--- config.mk ---
export PLATFORM = sky130hd
export DESIGN_NAME = tc257_block_decoder_flat
export DESIGN_NICKNAME = d
export VERILOG_FILES = /design/src/tc257_pkg.sv /design/src/tc257_status_if.sv /design/src/tc257_lane_expander.sv /design/src/tc257_block_decoder.sv /design/src/flat_wrapper.sv
export SDC_FILE = /design/constraint.sdc
export NUM_CORES = 1
export LEC_CHECK = 0
export BUFFER_PORTS_ARGS = -buffer_cell sky130_fd_sc_hd__buf_2
export CELL_PAD_IN_SITES_DETAIL_PLACEMENT = 0
export CELL_PAD_IN_SITES_GLOBAL_PLACEMENT = 2
export CORE_MARGIN = 4
export CORE_UTILIZATION = 30
export CTS_BUF_LIST = sky130_fd_sc_hd__clkbuf_16
export DETAILED_ROUTE_END_ITERATION = 6
export GPL_TIMING_DRIVEN = 1
export PLACE_DENSITY = 0.89
export SLEW_MARGIN = 20
export SYNTH_ARGS = -nofsm -noshare
export SYNTH_HDL_FRONTEND = slang
export SYNTH_SLANG_ARGS = --single-unit
--- constraint.sdc ---
create_clock -name clk -period 17.2 [get_ports clk]
set_input_delay 0 -clock clk [delete_from_list [all_inputs] [get_ports clk]]
set_output_delay 0 -clock clk [all_outputs]
set_load 0.05 [all_outputs]
--- src/tc257_pkg.sv ---
//##########################################################
// 1.6TBASE-R 256B/257B receive transcoder shared definitions
// Widths, vector types, lane modes and 66B block types
//##########################################################
`default_nettype none

package tc257_pkg;

    // 64B/66B side
    localparam int LANE_W   = 64;
    localparam int SH_W     = 2;
    localparam int FRAME_W  = LANE_W + SH_W;
    localparam int LANES    = 4;
    // 256B/257B side, one header bit
    localparam int XBLOCK_W = LANES * LANE_W + 1;
    // One lane slice plus the 4-bit flag shift
    localparam int WINDOW_W = LANE_W + 4;
    localparam int COUNT_W  = 32;

    typedef logic [XBLOCK_W-1:0] xblock_t;
    // Sync header in bits 1:0, payload above
    typedef logic [FRAME_W-1:0]  frame_t;
    typedef logic [LANE_W-1:0]   payload_t;
    typedef logic [WINDOW_W-1:0] window_t;
    typedef logic [COUNT_W-1:0]  count_t;

    // Where a lane sits relative to the first control lane
    typedef enum logic [1:0] {
        LANE_EARLY_DATA,
        LANE_FIRST_CTRL,
        LANE_LATE
    } lane_mode_t;

    localparam logic [SH_W-1:0] SH_DATA = 2'b10;
    localparam logic [SH_W-1:0] SH_CTRL = 2'b01;
    localparam logic [SH_W-1:0] SH_BAD  = 2'b11;

    // Valid 66B block types, low nibble is the 257B compressed code
    localparam logic [7:0] BT_1E = 8'h1E;
    localparam logic [7:0] BT_78 = 8'h78;
    localparam logic [7:0] BT_4B = 8'h4B;
    localparam logic [7:0] BT_87 = 8'h87;
    localparam logic [7:0] BT_99 = 8'h99;
    localparam logic [7:0] BT_AA = 8'hAA;
    localparam logic [7:0] BT_B4 = 8'hB4;
    localparam logic [7:0] BT_CC = 8'hCC;
    localparam logic [7:0] BT_D2 = 8'hD2;
    localparam logic [7:0] BT_E1 = 8'hE1;
    localparam logic [7:0] BT_FF = 8'hFF;

endpackage

`default_nettype wire

--- src/tc257_status_if.sv ---
//##########################################################
// Per-block classification strobes, decoder to counters
//##########################################################
`default_nettype none

interface tc257_status_if;

    // One-cycle strobes, aligned with the registered frames
    logic all_data;
    logic ctrl;
    logic format_err;
    logic sh_err;

    modport source (output all_data, ctrl, format_err, sh_err);
    modport sink   (input  all_data, ctrl, format_err, sh_err);

endinterface

`default_nettype wire

--- src/tc257_lane_expander.sv ---
//##########################################################
// Lane expander, rebuilds one 66B block from a 257B lane window
// Restores compressed block types and flags unknown ones
//##########################################################
`default_nettype none

module tc257_lane_expander
    import tc257_pkg::*;
(
    input  window_t    i_window,
    input  lane_mode_t i_mode,
    input  logic       i_is_data,
    output frame_t     o_frame,
    output logic       o_format_err
);

    logic [7:0]      type_byte;
    logic            type_known;
    payload_t        payload;
    logic [SH_W-1:0] sh;

    // Unknown codes come back with a zero high nibble, never a valid type
    function automatic logic [7:0] restore_type(input logic [3:0] code);
        logic [7:0] full;
        case (code)
            BT_1E[3:0]: full = BT_1E;
            BT_78[3:0]: full = BT_78;
            BT_4B[3:0]: full = BT_4B;
            BT_87[3:0]: full = BT_87;
            BT_99[3:0]: full = BT_99;
            BT_AA[3:0]: full = BT_AA;
            BT_B4[3:0]: full = BT_B4;
            BT_CC[3:0]: full = BT_CC;
            BT_D2[3:0]: full = BT_D2;
            BT_E1[3:0]: full = BT_E1;
            BT_FF[3:0]: full = BT_FF;
            default:    full = {4'h0, code};
        endcase
        return full;
    endfunction

    function automatic logic is_known_type(input logic [7:0] bt);
        logic known;
        case (bt)
            BT_1E, BT_78, BT_4B, BT_87, BT_99, BT_AA,
            BT_B4, BT_CC, BT_D2, BT_E1, BT_FF: known = 1'b1;
            default:                           known = 1'b0;
        endcase
        return known;
    endfunction

    // Only the first control lane carries a compressed type
    assign type_byte  = (i_mode == LANE_FIRST_CTRL) ? restore_type(i_window[7:4])
                                                    : i_window[7:0];
    assign type_known = is_known_type(type_byte);

    always_comb begin
        case (i_mode)
            // Shifted up by the 4 flag bits
            LANE_EARLY_DATA: payload = i_window[WINDOW_W-1 -: LANE_W];
            LANE_FIRST_CTRL: payload = {i_window[LANE_W-1:8], type_byte};
            default:         payload = i_window[LANE_W-1:0];
        endcase
    end

    always_comb begin
        if (i_is_data) begin
            sh = SH_DATA;
        end else if (type_known) begin
            sh = SH_CTRL;
        end else begin
            sh = SH_BAD;
        end
    end

    assign o_frame      = {payload, sh};
    assign o_format_err = !i_is_data && !type_known;

endmodule

`default_nettype wire

--- src/tc257_block_decoder.sv ---
//##########################################################
// 257B block decoder, classifies and expands into four 66B blocks
// Frames and status strobes are registered together
//##########################################################
`default_nettype none

module tc257_block_decoder
    import tc257_pkg::*;
(
    input  logic           clk,
    input  logic           i_rst,
    input  xblock_t        i_xblock,
    output frame_t         o_frame_0,
    output frame_t         o_frame_1,
    output frame_t         o_frame_2,
    output frame_t         o_frame_3,
    tc257_status_if.source stat
);

    logic [LANES-1:0]                    flags;
    logic                                all_data;
    logic                                sh_fault;
    logic                                ctrl_seen;
    logic [XBLOCK_W+WINDOW_W-LANE_W-1:0] padded;
    logic [LANES*LANE_W-1:0]             bad_payload;
    lane_mode_t                          lane_mode [LANES];
    frame_t                              lane_frame [LANES];
    logic [LANES-1:0]                    lane_fmt_err;
    frame_t                              next_frame [LANES];
    frame_t                              frame_q [LANES];

    assign all_data = i_xblock[0];
    // Flag bit set means a data lane
    assign flags    = i_xblock[LANES:1];
    assign sh_fault = !all_data && (flags == '1);

    // Last lane window runs past bit 256
    assign padded      = {{(WINDOW_W - LANE_W){1'b0}}, i_xblock};
    assign bad_payload = {i_xblock[XBLOCK_W-1:9], 4'h0, i_xblock[8:5]};

    always_comb begin
        ctrl_seen = 1'b0;
        for (int i = 0; i < LANES; i++) begin
            if (ctrl_seen) begin
                lane_mode[i] = LANE_LATE;
            end else if (!flags[i]) begin
                lane_mode[i] = LANE_FIRST_CTRL;
            end else begin
                lane_mode[i] = LANE_EARLY_DATA;
            end
            ctrl_seen = ctrl_seen || !flags[i];
        end
    end

    for (genvar i = 0; i < LANES; i++) begin : g_lane
        tc257_lane_expander u_expander (
            .i_window     (padded[1 + LANE_W*i +: WINDOW_W]),
            .i_mode       (lane_mode[i]),
            .i_is_data    (flags[i]),
            .o_frame      (lane_frame[i]),
            .o_format_err (lane_fmt_err[i])
        );
    end

    always_comb begin
        for (int i = 0; i < LANES; i++) begin
            if (all_data) begin
                next_frame[i] = {i_xblock[1 + LANE_W*i +: LANE_W], SH_DATA};
            end else if (sh_fault) begin
                // Alternating 00/11 headers mark the broken block
                next_frame[i] = {bad_payload[LANE_W*i +: LANE_W],
                                 ((i % 2 == 1) ? SH_BAD : {SH_W{1'b0}})};
            end else begin
                next_frame[i] = lane_frame[i];
            end
        end
    end

    always_ff @(posedge clk or posedge i_rst) begin
        if (i_rst) begin
            frame_q         <= '{default: '0};
            stat.all_data   <= 1'b0;
            stat.ctrl       <= 1'b0;
            stat.format_err <= 1'b0;
            stat.sh_err     <= 1'b0;
        end else begin
            frame_q         <= next_frame;
            stat.all_data   <= all_data;
            stat.ctrl       <= !all_data;
            stat.format_err <= !all_data && !sh_fault && (|lane_fmt_err);
            stat.sh_err     <= sh_fault;
        end
    end

    assign o_frame_0 = frame_q[0];
    assign o_frame_1 = frame_q[1];
    assign o_frame_2 = frame_q[2];
    assign o_frame_3 = frame_q[3];

endmodule

`default_nettype wire

--- src/flat_wrapper.sv ---
// flat-port wrapper written by rule: the top's interface ports become plain ports
module tc257_block_decoder_flat import tc257_pkg::*;
  (clk, i_rst, i_xblock, o_frame_0, o_frame_1, o_frame_2, o_frame_3, stat_all_data, stat_ctrl, stat_format_err, stat_sh_err);
  tc257_status_if stat_i ();
  input  logic clk;
  input  logic i_rst;
  input  xblock_t i_xblock;
  output frame_t o_frame_0;
  output frame_t o_frame_1;
  output frame_t o_frame_2;
  output frame_t o_frame_3;
  output wire logic [$bits(stat_i.all_data)-1:0] stat_all_data;
  output wire logic [$bits(stat_i.ctrl)-1:0] stat_ctrl;
  output wire logic [$bits(stat_i.format_err)-1:0] stat_format_err;
  output wire logic [$bits(stat_i.sh_err)-1:0] stat_sh_err;
  assign stat_all_data = stat_i.all_data;
  assign stat_ctrl = stat_i.ctrl;
  assign stat_format_err = stat_i.format_err;
  assign stat_sh_err = stat_i.sh_err;
  tc257_block_decoder u_core (.clk(clk), .i_rst(i_rst), .i_xblock(i_xblock), .o_frame_0(o_frame_0), .o_frame_1(o_frame_1), .o_frame_2(o_frame_2), .o_frame_3(o_frame_3), .stat(stat_i));
endmodule
==> flow_metrics.tcl, run 1 <==
set metrics [dict create \
    synth_fa_ha_area_share_pct 0 \
    die-width_um 203 \
    setup.worst_path.start "i_xblock[3]" \
    status "finished clean" \
    met3RoutedLength_um 3050 \
    placement.setup.worst_slack_ns 14.67 \
    tritoncts "built" \
    first_global_vias 11406 \
    irDropWorstVdd_mv 0.0738 \
    fp-row-count 71 \
    synth-compound-area-share_pct 6.48 \
    drc_errors 0 \
    routed.top_layer "met4" \
    leakage_nw 8.79 \
    synth_ff_type "dfrtp_1" \
    crit_slowest_cell "buf_4" \
    drt-vias-per-instance 4.58 \
    synth_enable_flop_cells 0 \
    syn-mean-instance-area_um2 11.2 \
    setup.worst_path.class "in -> reg" \
    dp.final_hpwl_um 27200 \
    post_synth_instance_area_um2 11400 \
    synth_fp_nets 1275 \
    drt-met1-wl_um 16300 \
    cts_num_sinks 268 \
    min_from "i_xblock[2]" \
    grt_overflow 0 \
    syn_inst 1016 \
    drv_slew 0 \
    floorplan.initialDensity_pct 30.3 \
    h-tree-depth 1 \
    dieArea_um2 41000 \
    ant_nets 0 \
    core_um2 37500 \
    synth_simple_gate_area_share_pct 13.9 \
    yosys_warnings 0 \
    cp_common_cell "dlygate4sd3_1" \
    final.setup.tns_ns 0 \
    setup_fix_bufs_post_cts 0 \
    first_pass_iters 5 \
    final_period_minus_worst_setup_slack_ns 2.96 \
    layout-drive-gt1-share_pct 37.4 \
    fin_nets 2049 \
    report.final.setup_viol 0 \
    clkTransAtPathRegs_ns 0.06 \
    synth_top_cell_by_area "dfrtp_1" \
    setup_ws_ns 14.24 \
    hold_viol_final 0 \
    synth-xor-area-share_pct 1.23 \
    ioPinCount 527 \
    synth_top_area_share_pct 59.0 \
    endpoint_kind "register" \
    groute.usage.overall_pct 19.2 \
    hold_class "in -> reg" \
    cp-start-kind "input port" \
    cellPowerDensity_nw_per_um2 93.1 \
    post_drt_wl_per_cell_um 17.8 \
    cp_slowest_stage_delay_ns 0.61 \
    drv_cap 0 \
    final_weighted_congestion_in_routability_driven_placement 0.827 \
    min_path_cells 3 \
    clock_tree.buffer_depth 3 \
    ys_ff_latch 268 \
    muxShareOfSynthArea_pct 14.2 \
    layout-area-overhead-vs-synth_pct 62.3 \
    io_buffers 526 \
    clock_tree.root_cell "clkbuf_16" \
    timing.slew.headroom_pct 35.6 \
    die_y_um 203 \
    worstPathArrival_ns 3.39 \
    final.period_utilization_pct 17.2 \
    cp_max_fo 54 \
    synth_top_family_by_area "multiplexers" \
    grt_antenna_before_repair 1 \
    ys_seq_area_share_pct 59.0 \
    met2RoutedLength_um 20900 \
    max_freq_ghz 0.338 \
    vias 10643 \
    yosys.cell_types.count 64 \
    grt_first_pass_wirelength_um 63700 \
    rsz_0062_raised_after_global_routing "false" \
    async_reset_ff_share_pct 100 \
    postRouteWirelength_um 41400 \
    first_iter_violations 631 \
    cp.required_ns 17.64 \
    pin_count_of_the_biggest_net_entering_global_routing 131 \
    tritoncts.num_buffers 30 \
    timing.critical_path.cells "dlygate4sd3_1 > buf_2 > nand4_1 > and2_1 > nand2_2 > buf_4 > mux2_2 > dlygate4sd3_1" \
    worst-slew-pin-transition_ns 0.966 \
    post_synth_main_area_contributors "dfrtp_1 59%, mux2_2 9.4%, nand2_1 6.9%, mux2_1 3.6%, clkbuf_1 2.6%" \
]
==> per-layer routing <==
| layer | up-vias | global-route usage [%] |
|---|---|---|
| met5 | - | 0 |
| met4 | 0 | 5.58 |
| met3 | 84 | 5.35 |
| met2 | 439 | 34.1 |
| met1 | 5161 | 22.7 |
| li1 | 4959 | - |
==> where the power goes <==
part           total, W  internal (W)  switching (W)
combinational  0.000413      0.000143       0.000270
clock          0.000620      0.000367       0.000253
sequential     0.000683      0.000671      0.0000113
total           0.00172       0.00118       0.000535
==> cell type report <==
class | instances | area [um2]
inverters | 7 | 33.8
multi-input cells | 617 | 4080
fillers | 3338 | 19100
repair buffers | 866 | 6020
clock buffers | 31 | 776
flip-flops and latches | 268 | 6710
diodes | 1 | 2.50
well taps | 511 | 639
clock inverters | 23 | 176
==> worst max-delay path: cells and delay by family <==
kind / cells / cell delay, ns
multiplexers: 1 / 0.42
buffers and inverters: 4 / 2.15
AND/OR/NAND/NOR: 3 / 0.80
==> final timing paths <==
| kind | slack, ns | endpoint |
|---|---|---|
| worst max-delay path | 14.24 | u_core.o_frame_0[36]$_DFF_PP0_ |
| worst min-delay path | 0.06 | u_core.o_frame_1[7]$_DFF_PP0_ |
| min in group asynchronous | 0.24 | u_core.o_frame_3[28]$_DFF_PP0_ |
| max in group asynchronous | 15.40 | u_core.o_frame_3[2]$_DFF_PP0_ |
==> registers in the layout (all words and copies together), names as in the netlist <==
register                cells
u_core.o_frame_2           66
u_core.stat.sh_err          1
u_core.stat.all_data        1
u_core.o_frame_0           66
u_core.stat.ctrl            1
u_core.o_frame_1           66
u_core.o_frame_3           66
u_core.stat.format_err      1
==> layout by cell type (no fill, tap or decap), types with 6 or more instances in the layout <==
| master | count |
|---|---|
| buf_2 | 526 |
| dlygate4sd3_1 | 334 |
| dfrtp_1 | 268 |
| nand2_1 | 208 |
| mux2_2 | 95 |
| mux2_1 | 36 |
| nor2_1 | 35 |
| a21oi_1 | 31 |
| clkbuf_16 | 31 |
| o21ai_0 | 28 |
| nand3_1 | 14 |
| clkinv_1 | 12 |
| nor3_1 | 12 |
| nand2b_1 | 12 |
| inv_1 | 11 |
| mux2i_1 | 11 |
| xnor2_1 | 10 |
| nand4b_1 | 10 |
| o22ai_1 | 10 |
| nor4_1 | 8 |
| a31oi_1 | 8 |
| and3_1 | 6 |
| xor2_1 | 6 |
| buf_4 | 6 |
==> cells in the mapped netlist (2+ instances only) <==
master     number
nor3_1         12
o32ai_1         3
nand3_1        14
nand4b_1       10
o211ai_1        3
or3_1           4
and3_1          7
nor4b_1         3
xnor2_1        10
a22oi_1         3
o221ai_1        2
o21ai_0        28
nor4_1          8
o2111ai_1       4
nand2b_1       12
nor2_1         36
a21oi_1        31
inv_1           6
a31oi_1         8
a211oi_1        5
nand4_1         2
mux2i_1        11
buf_1           2
xor2_1          6
buf_4           6
nor2b_1         4
o2bb2ai_1       2
mux2_1         36
nand2_1       210
and3b_1         3
o22ai_1        10
and2_1          3
nor3b_1         2
mux2_2         95
buf_2          34
dfrtp_1       268
a311oi_1        2
buf_6           4
clkbuf_1       78
nand3b_1        5
==> metrics by stage <==
step / std cells / util (%) / cell area, um2 / total power, W / hold slack [ns]
2_1_floorplan: 1016 / - / 11400 / 0.000934 / 0.0314
3_3_place_gp: 1935 / 37.7 / 14100 / 0.00103 / 0.108
3_5_place_dp: 1935 / 37.7 / 14100 / 0.00104 / 0.109
4_1_cts: 2323 / 49.2 / 18400 / 0.00173 / 0.0212
5_1_grt: 2324 / 49.2 / 18400 / 0.00179 / 0.0644
6_report: 2324 / 49.2 / 18400 / 0.00172 / 0.0613
==> cells by family after synthesis <==
kind of cell / count (synthesis)
muxes: 143
buffers and inverters: 131
DFF: 268
xor gates and xnor gates: 16
and+or+nand+nor: 343
AOI/OAI and AO/OA: 115
==> what timing repair did <==
action / CTS / global route
endpoints found under the hold margin: 393 / 0
gates resized for setup: 0 / 0
hold buffers: 334 / 0
Note: power is estimated with default switching activity, not from simulation.
==> run 2, diff against run 1 <==
Settings changed: CORE_UTILIZATION 30 to 25, PLACE_DENSITY 0.89 to 0.8.
Clock period 17.2 ns to 2.5 ns, I/O delays scaled along.
==> run 2 against run 1 <==
First-iteration DRC count fell by 11%; die area rose by 19%; largest power group unchanged; sequential share of layout area fell by 1.0 points; wire length rose by 2.0%; highest routed layer is now met5; setup slack got worse by 14 ns; final cell count rose by 5.5%; global-route usage fell by 2.5 points.
==> flow_metrics.tcl, run 2 (synthesized netlist as in run 1, its figures left out) <==
set metrics [dict create \
    status "finished clean" \
    cp.required_ns 2.94 \
    report.final.setup_viol 0 \
    layout-area-overhead-vs-synth_pct 67.0 \
    vias 10704 \
    post-place-cells 2030 \
    grt_first_pass_wirelength_um 66400 \
    layout-drive-gt1-share_pct 38.0 \
    met3RoutedLength_um 3610 \
    clock_tree.root_cell "clkbuf_16" \
    tritoncts "built" \
    hold_viol_final 0 \
    cts_num_sinks 268 \
    drt-vias-per-instance 4.37 \
    grt_overflow 0 \
    setup.worst_path.class "in -> reg" \
    ioPinCount 527 \
    final_cell_mix "524 x buf_2, 354 x dlygate4sd3_1, 268 x dfrtp_1, 208 x nand2_1, 95 x mux2_2" \
    met2RoutedLength_um 20900 \
    cp-start-kind "input port" \
    timing.critical_path.cells "dlygate4sd3_1 > buf_4 > nand2_1 > dlygate4sd3_1 > o21ai_0 > dlygate4sd3_1 > mux2_1 > dlygate4sd3_1" \
    crit_slowest_cell "dlygate4sd3_1" \
    leakage_nw 8.99 \
    final.period_utilization_pct 95.6 \
    rsz_0062_raised_after_global_routing "false" \
    layout.cells.non_filler 2452 \
    drv_cap 0 \
    drt-met1-wl_um 16600 \
    final_weighted_congestion_in_routability_driven_placement 0.839 \
    postRouteWirelength_um 42300 \
    timing.slew.headroom_pct 58.6 \
    cp_slowest_stage_delay_ns 0.56 \
    clkTransAtPathRegs_ns 0.06 \
    clock_tree.buffer_depth 3 \
    hold_class "in -> reg" \
    cellPowerDensity_nw_per_um2 620 \
    fp-row-count 77 \
    worst-slew-pin-transition_ns 0.620 \
    fin_nets 2089 \
    worstPathArrival_ns 2.83 \
    ant_nets 0 \
    endpoint_kind "register" \
    core_um2 44600 \
    pin_count_of_the_biggest_net_entering_global_routing 76 \
    grt_antenna_before_repair 8 \
    cp_max_fo 16 \
    die_y_um 221 \
    io_buffers 526 \
    max_freq_ghz 0.418 \
    final_common_cell "buf_2" \
    first_pass_iters 5 \
    hold_slack_ns 0.0802 \
    die-width_um 221 \
    fillCellCount 4215 \
    drv_slew 0 \
    tritoncts.num_buffers 30 \
    drc_errors 0 \
    cp_common_cell "dlygate4sd3_1" \
    h-tree-depth 1 \
    groute.usage.overall_pct 16.6 \
    final_period_minus_worst_setup_slack_ns 2.39 \
    routed.top_layer "met5" \
    dieArea_um2 48900 \
    first_global_vias 11564 \
    dp.final_hpwl_um 29200 \
    irDropWorstVdd_mv 0.494 \
    first_iter_violations 563 \
    floorplan.initialDensity_pct 25.5 \
    post_drt_wl_per_cell_um 17.2 \
]
run 2: stage by stage:
step                      TNS [ns]  instance area (um2)  power (W)  setup slack (ns)  util [%]
after detailed placement         0                14400    0.00717             0.482      32.3
after floorplan            -278.58                11400    0.00643             -1.04         -
after global placement           0                14400    0.00716             0.511      32.3
final                            0                19000     0.0118             0.110      42.5
after global routing             0                19000     0.0123            0.0278      42.5
after CTS                        0                18900     0.0119            0.0858      42.4
run 2: power breakdown:
| group | leakage [nW] | internal (W) | total (W) | switching (W) |
|---|---|---|---|---|
| combinational | 5.39 | 0.00105 | 0.00291 | 0.00186 |
| sequential | 3.12 | 0.00462 | 0.00469 | 0.0000760 |
| clock | 0.470 | 0.00234 | 0.00416 | 0.00182 |
| total | 8.99 | 0.00801 | 0.0118 | 0.00376 |
run 2: layout make-up:
| type | instances | area [um2] | area share (%) |
|---|---|---|---|
| repair buffers | 906 | 6470 | 34.1 |
| clock buffers | 31 | 776 | 4.09 |
| multi-input cells | 617 | 4080 | 21.5 |
| inverters | 7 | 30.0 | 0.158 |
| clock inverters | 25 | 145 | 0.765 |
| flip-flops and latches | 268 | 6710 | 35.4 |
| diodes | 6 | 15.0 | 0.0792 |
| well taps | 592 | 741 | 3.91 |
run 2: repair_timing:
| action | CTS | global route |
|---|---|---|
| setup endpoints to repair | 0 | 49 |
| endpoints found under the hold margin | 345 | 0 |
| resized for setup | 0 | 5 |
| hold buffers | 354 | 0 |
| setup buffers | 0 | 6 |
run 2: critical path: cells and delay by family:
kind / cells / cell delay, ns
compound gates: 1 / 0.07
simple gates: 1 / 0.06
mux: 1 / 0.29
buf+inv: 5 / 2.41
run 2: per-layer routing:
layer | vias to the layer above | track usage [%]
li1 | 5050 | -
met1 | 5120 | 19.8
met2 | 446 | 28.8
met3 | 86 | 5.42
met4 | 2 | 5.05
met5 | - | 0
run 2: path summary, 6_finish.rpt:
path | from | end | slack [ns] | cells after the start
min | i_xblock[247] | u_core.o_frame_3[56]$_DFF_PP0_ | 0.08 | 2
max | i_xblock[3] | u_core.o_frame_2[6]$_DFF_PP0_ | 0.11 | 8
min in group asynchronous | i_rst | u_core.o_frame_3[65]$_DFF_PP0_ | 0.09 | 3
max in group asynchronous | i_rst | u_core.o_frame_0[61]$_DFF_PP0_ | 1.57 | 4
==> run 3, diff against run 2 <==
Settings changed: ABC_AREA set to 1, CORE_UTILIZATION 25 to 23.
==> run 3 against run 2 <==
Sequential share of layout area rose by 0.59 points; cell area is 1.6% lower; clock-buffer cell count stayed put; critical path type unchanged; largest cell class unchanged; largest power group unchanged; highest routed layer unchanged.
==> flow_metrics.tcl, run 3 <==
set metrics [dict create \
    p_int_w 0.00800 \
    grt_antenna_before_repair 1 \
    rsz_0062_raised_after_global_routing "false" \
    final.period_utilization_pct 90.2 \
    ys_seq_area_share_pct 59.8 \
    fin_nets 2383 \
    tritoncts.num_buffers 31 \
    min_from "i_xblock[237]" \
    synth_simple_gate_area_share_pct 21.7 \
    leakage_nw 9.75 \
    cp.required_ns 3.01 \
    hold_slack_ns 0.0717 \
    final_common_cell "buf_2" \
    status "finished clean" \
    swShare_pct 33.0 \
    setup.worst_path.class "in -> reg" \
    post-synth-top-count-cell "nand2_1" \
    synth_top_cell_by_area "dfrtp_1" \
    drc_errors 0 \
    synth-xor-area-share_pct 0.156 \
    first_pass_iters 7 \
    max_freq_ghz 0.443 \
    post_drt_wl_per_cell_um 17.5 \
    post_synth_instance_area_um2 11200 \
    power.sequential.fraction_pct 39.6 \
    ys_ff_latch 268 \
    report.final.setup_viol 0 \
    antenna-diode-count 0 \
    core_um2 47900 \
    synth-compound-area-share_pct 9.56 \
    clock_tree.buffer_depth 3 \
    cp_max_fo 53 \
    floorplan.initialDensity_pct 23.4 \
    tritoncts "built" \
    pwr-share-comb_pct 24.8 \
    grt_first_pass_wirelength_um 73400 \
    hold_class "in -> reg" \
    cp-start-kind "input port" \
    worst-slew-pin-transition_ns 0.649 \
    first_iter_violations 679 \
    regArea_um2 6710 \
    placedInstanceArea_um2 14400 \
    ant_nets 0 \
    synth_fa_ha_area_share_pct 0 \
    worstPathArrival_ns 2.77 \
    final_period_minus_worst_setup_slack_ns 2.25 \
    muxShareOfSynthArea_pct 0 \
    synth_enable_flop_cells 0 \
    yosys.cell_types.count 36 \
    groute.usage.overall_pct 17.8 \
    multiInputGateArea_um2 3540 \
    synth_ff_type "dfrtp_1" \
    synth_top_family_by_area "simple AND/OR/NAND/NOR gates" \
    final_weighted_congestion_in_routability_driven_placement 0.904 \
    pin_count_of_the_biggest_net_entering_global_routing 91 \
    die_y_um 229 \
    async_reset_ff_share_pct 100 \
    cellPowerDensity_nw_per_um2 640 \
    fp-row-count 80 \
    syn_inst 1323 \
    cts_num_sinks 268 \
    first_global_vias 12430 \
    postRouteWirelength_um 48300 \
    drv_slew 0 \
    h-tree-depth 1 \
    utilization_pct 38.9 \
    endpoint_kind "register" \
    io_buffers 526 \
    synth_fp_nets 1582 \
    layout.cells.non_filler 2760 \
    layout-area-overhead-vs-synth_pct 66.5 \
    die-width_um 229 \
    layout-drive-gt1-share_pct 29.0 \
    vias 11722 \
    drv_cap 0 \
    syn-mean-instance-area_um2 8.47 \
    dp.final_hpwl_um 35900 \
    irDropWorstVdd_mv 0.487 \
    stdcell_area_um2 18700 \
    min_path_cells 2 \
    yosys_warnings 0 \
    dieArea_um2 52300 \
    grt_overflow 0 \
    final.setup.tns_ns 0 \
    drt-vias-per-instance 4.25 \
    hold-path-endpoint "u_core.o_frame_3[46]$_DFF_PP0_" \
    net-switching-power_w 0.00394 \
    clock_power_share_pct 35.6 \
    ioPinCount 527 \
    synth_top_area_share_pct 59.8 \
    timing.slew.headroom_pct 56.7 \
    synth_commonest_cells "446 x nand2_1, 268 x dfrtp_1, 145 x o21ai_0" \
    fillCellCount 4838 \
    clock_tree.root_cell "clkbuf_16" \
    hold_viol_final 0 \
    post-place-cells 2377 \
    final_cell_mix "526 x buf_2, 445 x nand2_1, 329 x dlygate4sd3_1, 268 x dfrtp_1, 145 x o21ai_0" \
    clkTransAtPathRegs_ns 0.06 \
    post_synth_main_area_contributors "dfrtp_1 60%, nand2_1 15%, o21ai_0 6.5%, inv_1 4.4%, clkbuf_1 2.9%" \
]
[run 3: cell families (layout without fill, tap and decap cells)]
kind of cell,Yosys count,count (layout)
AO/OA/AOI/OAI,196,196
XOR/XNOR,2,2
buffers and inverters,250,1072
flip-flops,268,268
AND/OR/NAND/NOR,607,607
[run 3: worst max path at each step]
stage / from / slack [ns] / to
detailed placement: i_xblock[1] / 0.28 / u_core.o_frame_0[16]$_DFF_PP0_
CTS: i_xblock[3] / 0.12 / u_core.o_frame_0[44]$_DFF_PP0_
floorplan: i_rst / -1.04 / u_core.o_frame_0[0]$_DFF_PP0_
global route: i_xblock[3] / 0.03 / u_core.o_frame_0[64]$_DFF_PP0_
finish: i_xblock[4] / 0.25 / u_core.o_frame_0[44]$_DFF_PP0_
global placement: i_xblock[1] / 0.28 / u_core.stat.format_err$_DFF_PP0_
[run 3: power by group through the flow]
stage                     Sequential (W)  Clock, W  Combinational, W
after global placement           0.00479         0           0.00251
after global routing             0.00475   0.00458           0.00316
after CTS                        0.00472   0.00439           0.00297
after detailed placement         0.00480         0           0.00251
final                            0.00472   0.00426           0.00296
after floorplan                  0.00585         0          0.000589
[run 3: layer usage]
metal,routed length [um],GRT usage [%]
met1,20400,22.3
met5,8,0
met4,2030,7.35
met3,2280,2.89
met2,23600,30.4
[run 3: final cells by class]
cell class | instances | share of cell area (%)
Inverter | 143 | 2.90
Clock inverter | 23 | 0.858
Multi-Input combinational cell | 805 | 19.0
Timing Repair Buffer | 875 | 33.1
Clock buffer | 31 | 4.16
Sequential cell | 268 | 35.9
Tap cell | 615 | 4.12
[run 3: what timing repair did]
| item | in CTS | in global routing |
|---|---|---|
| endpoints found under the hold margin | 395 | 0 |
| buffers inserted | 0 | 0 |
| setup endpoints to repair | 0 | 28 |
| hold buffers | 329 | 0 |
| gates resized for setup | 0 | 1 |
[run 3: through the flow]
| step | power, W | setup WS, ns |
|---|---|---|
| after floorplan | 0.00644 | -1.04 |
| after global placement | 0.00730 | 0.283 |
| after detailed placement | 0.00730 | 0.280 |
| after CTS | 0.0121 | 0.122 |
| after global routing | 0.0125 | 0.0253 |
| final | 0.0119 | 0.245 |
[run 3: worst max-delay path, cell delays in order]
cell           delay [ns]
dlygate4sd3_1        0.57
buf_2                0.16
inv_1                0.17
nor2_1               0.10
nor2_2               0.26
inv_1                0.14
nor2_4               0.21
buf_6                0.39
nand2_1              0.11
nand2_1              0.09
dlygate4sd3_1        0.54
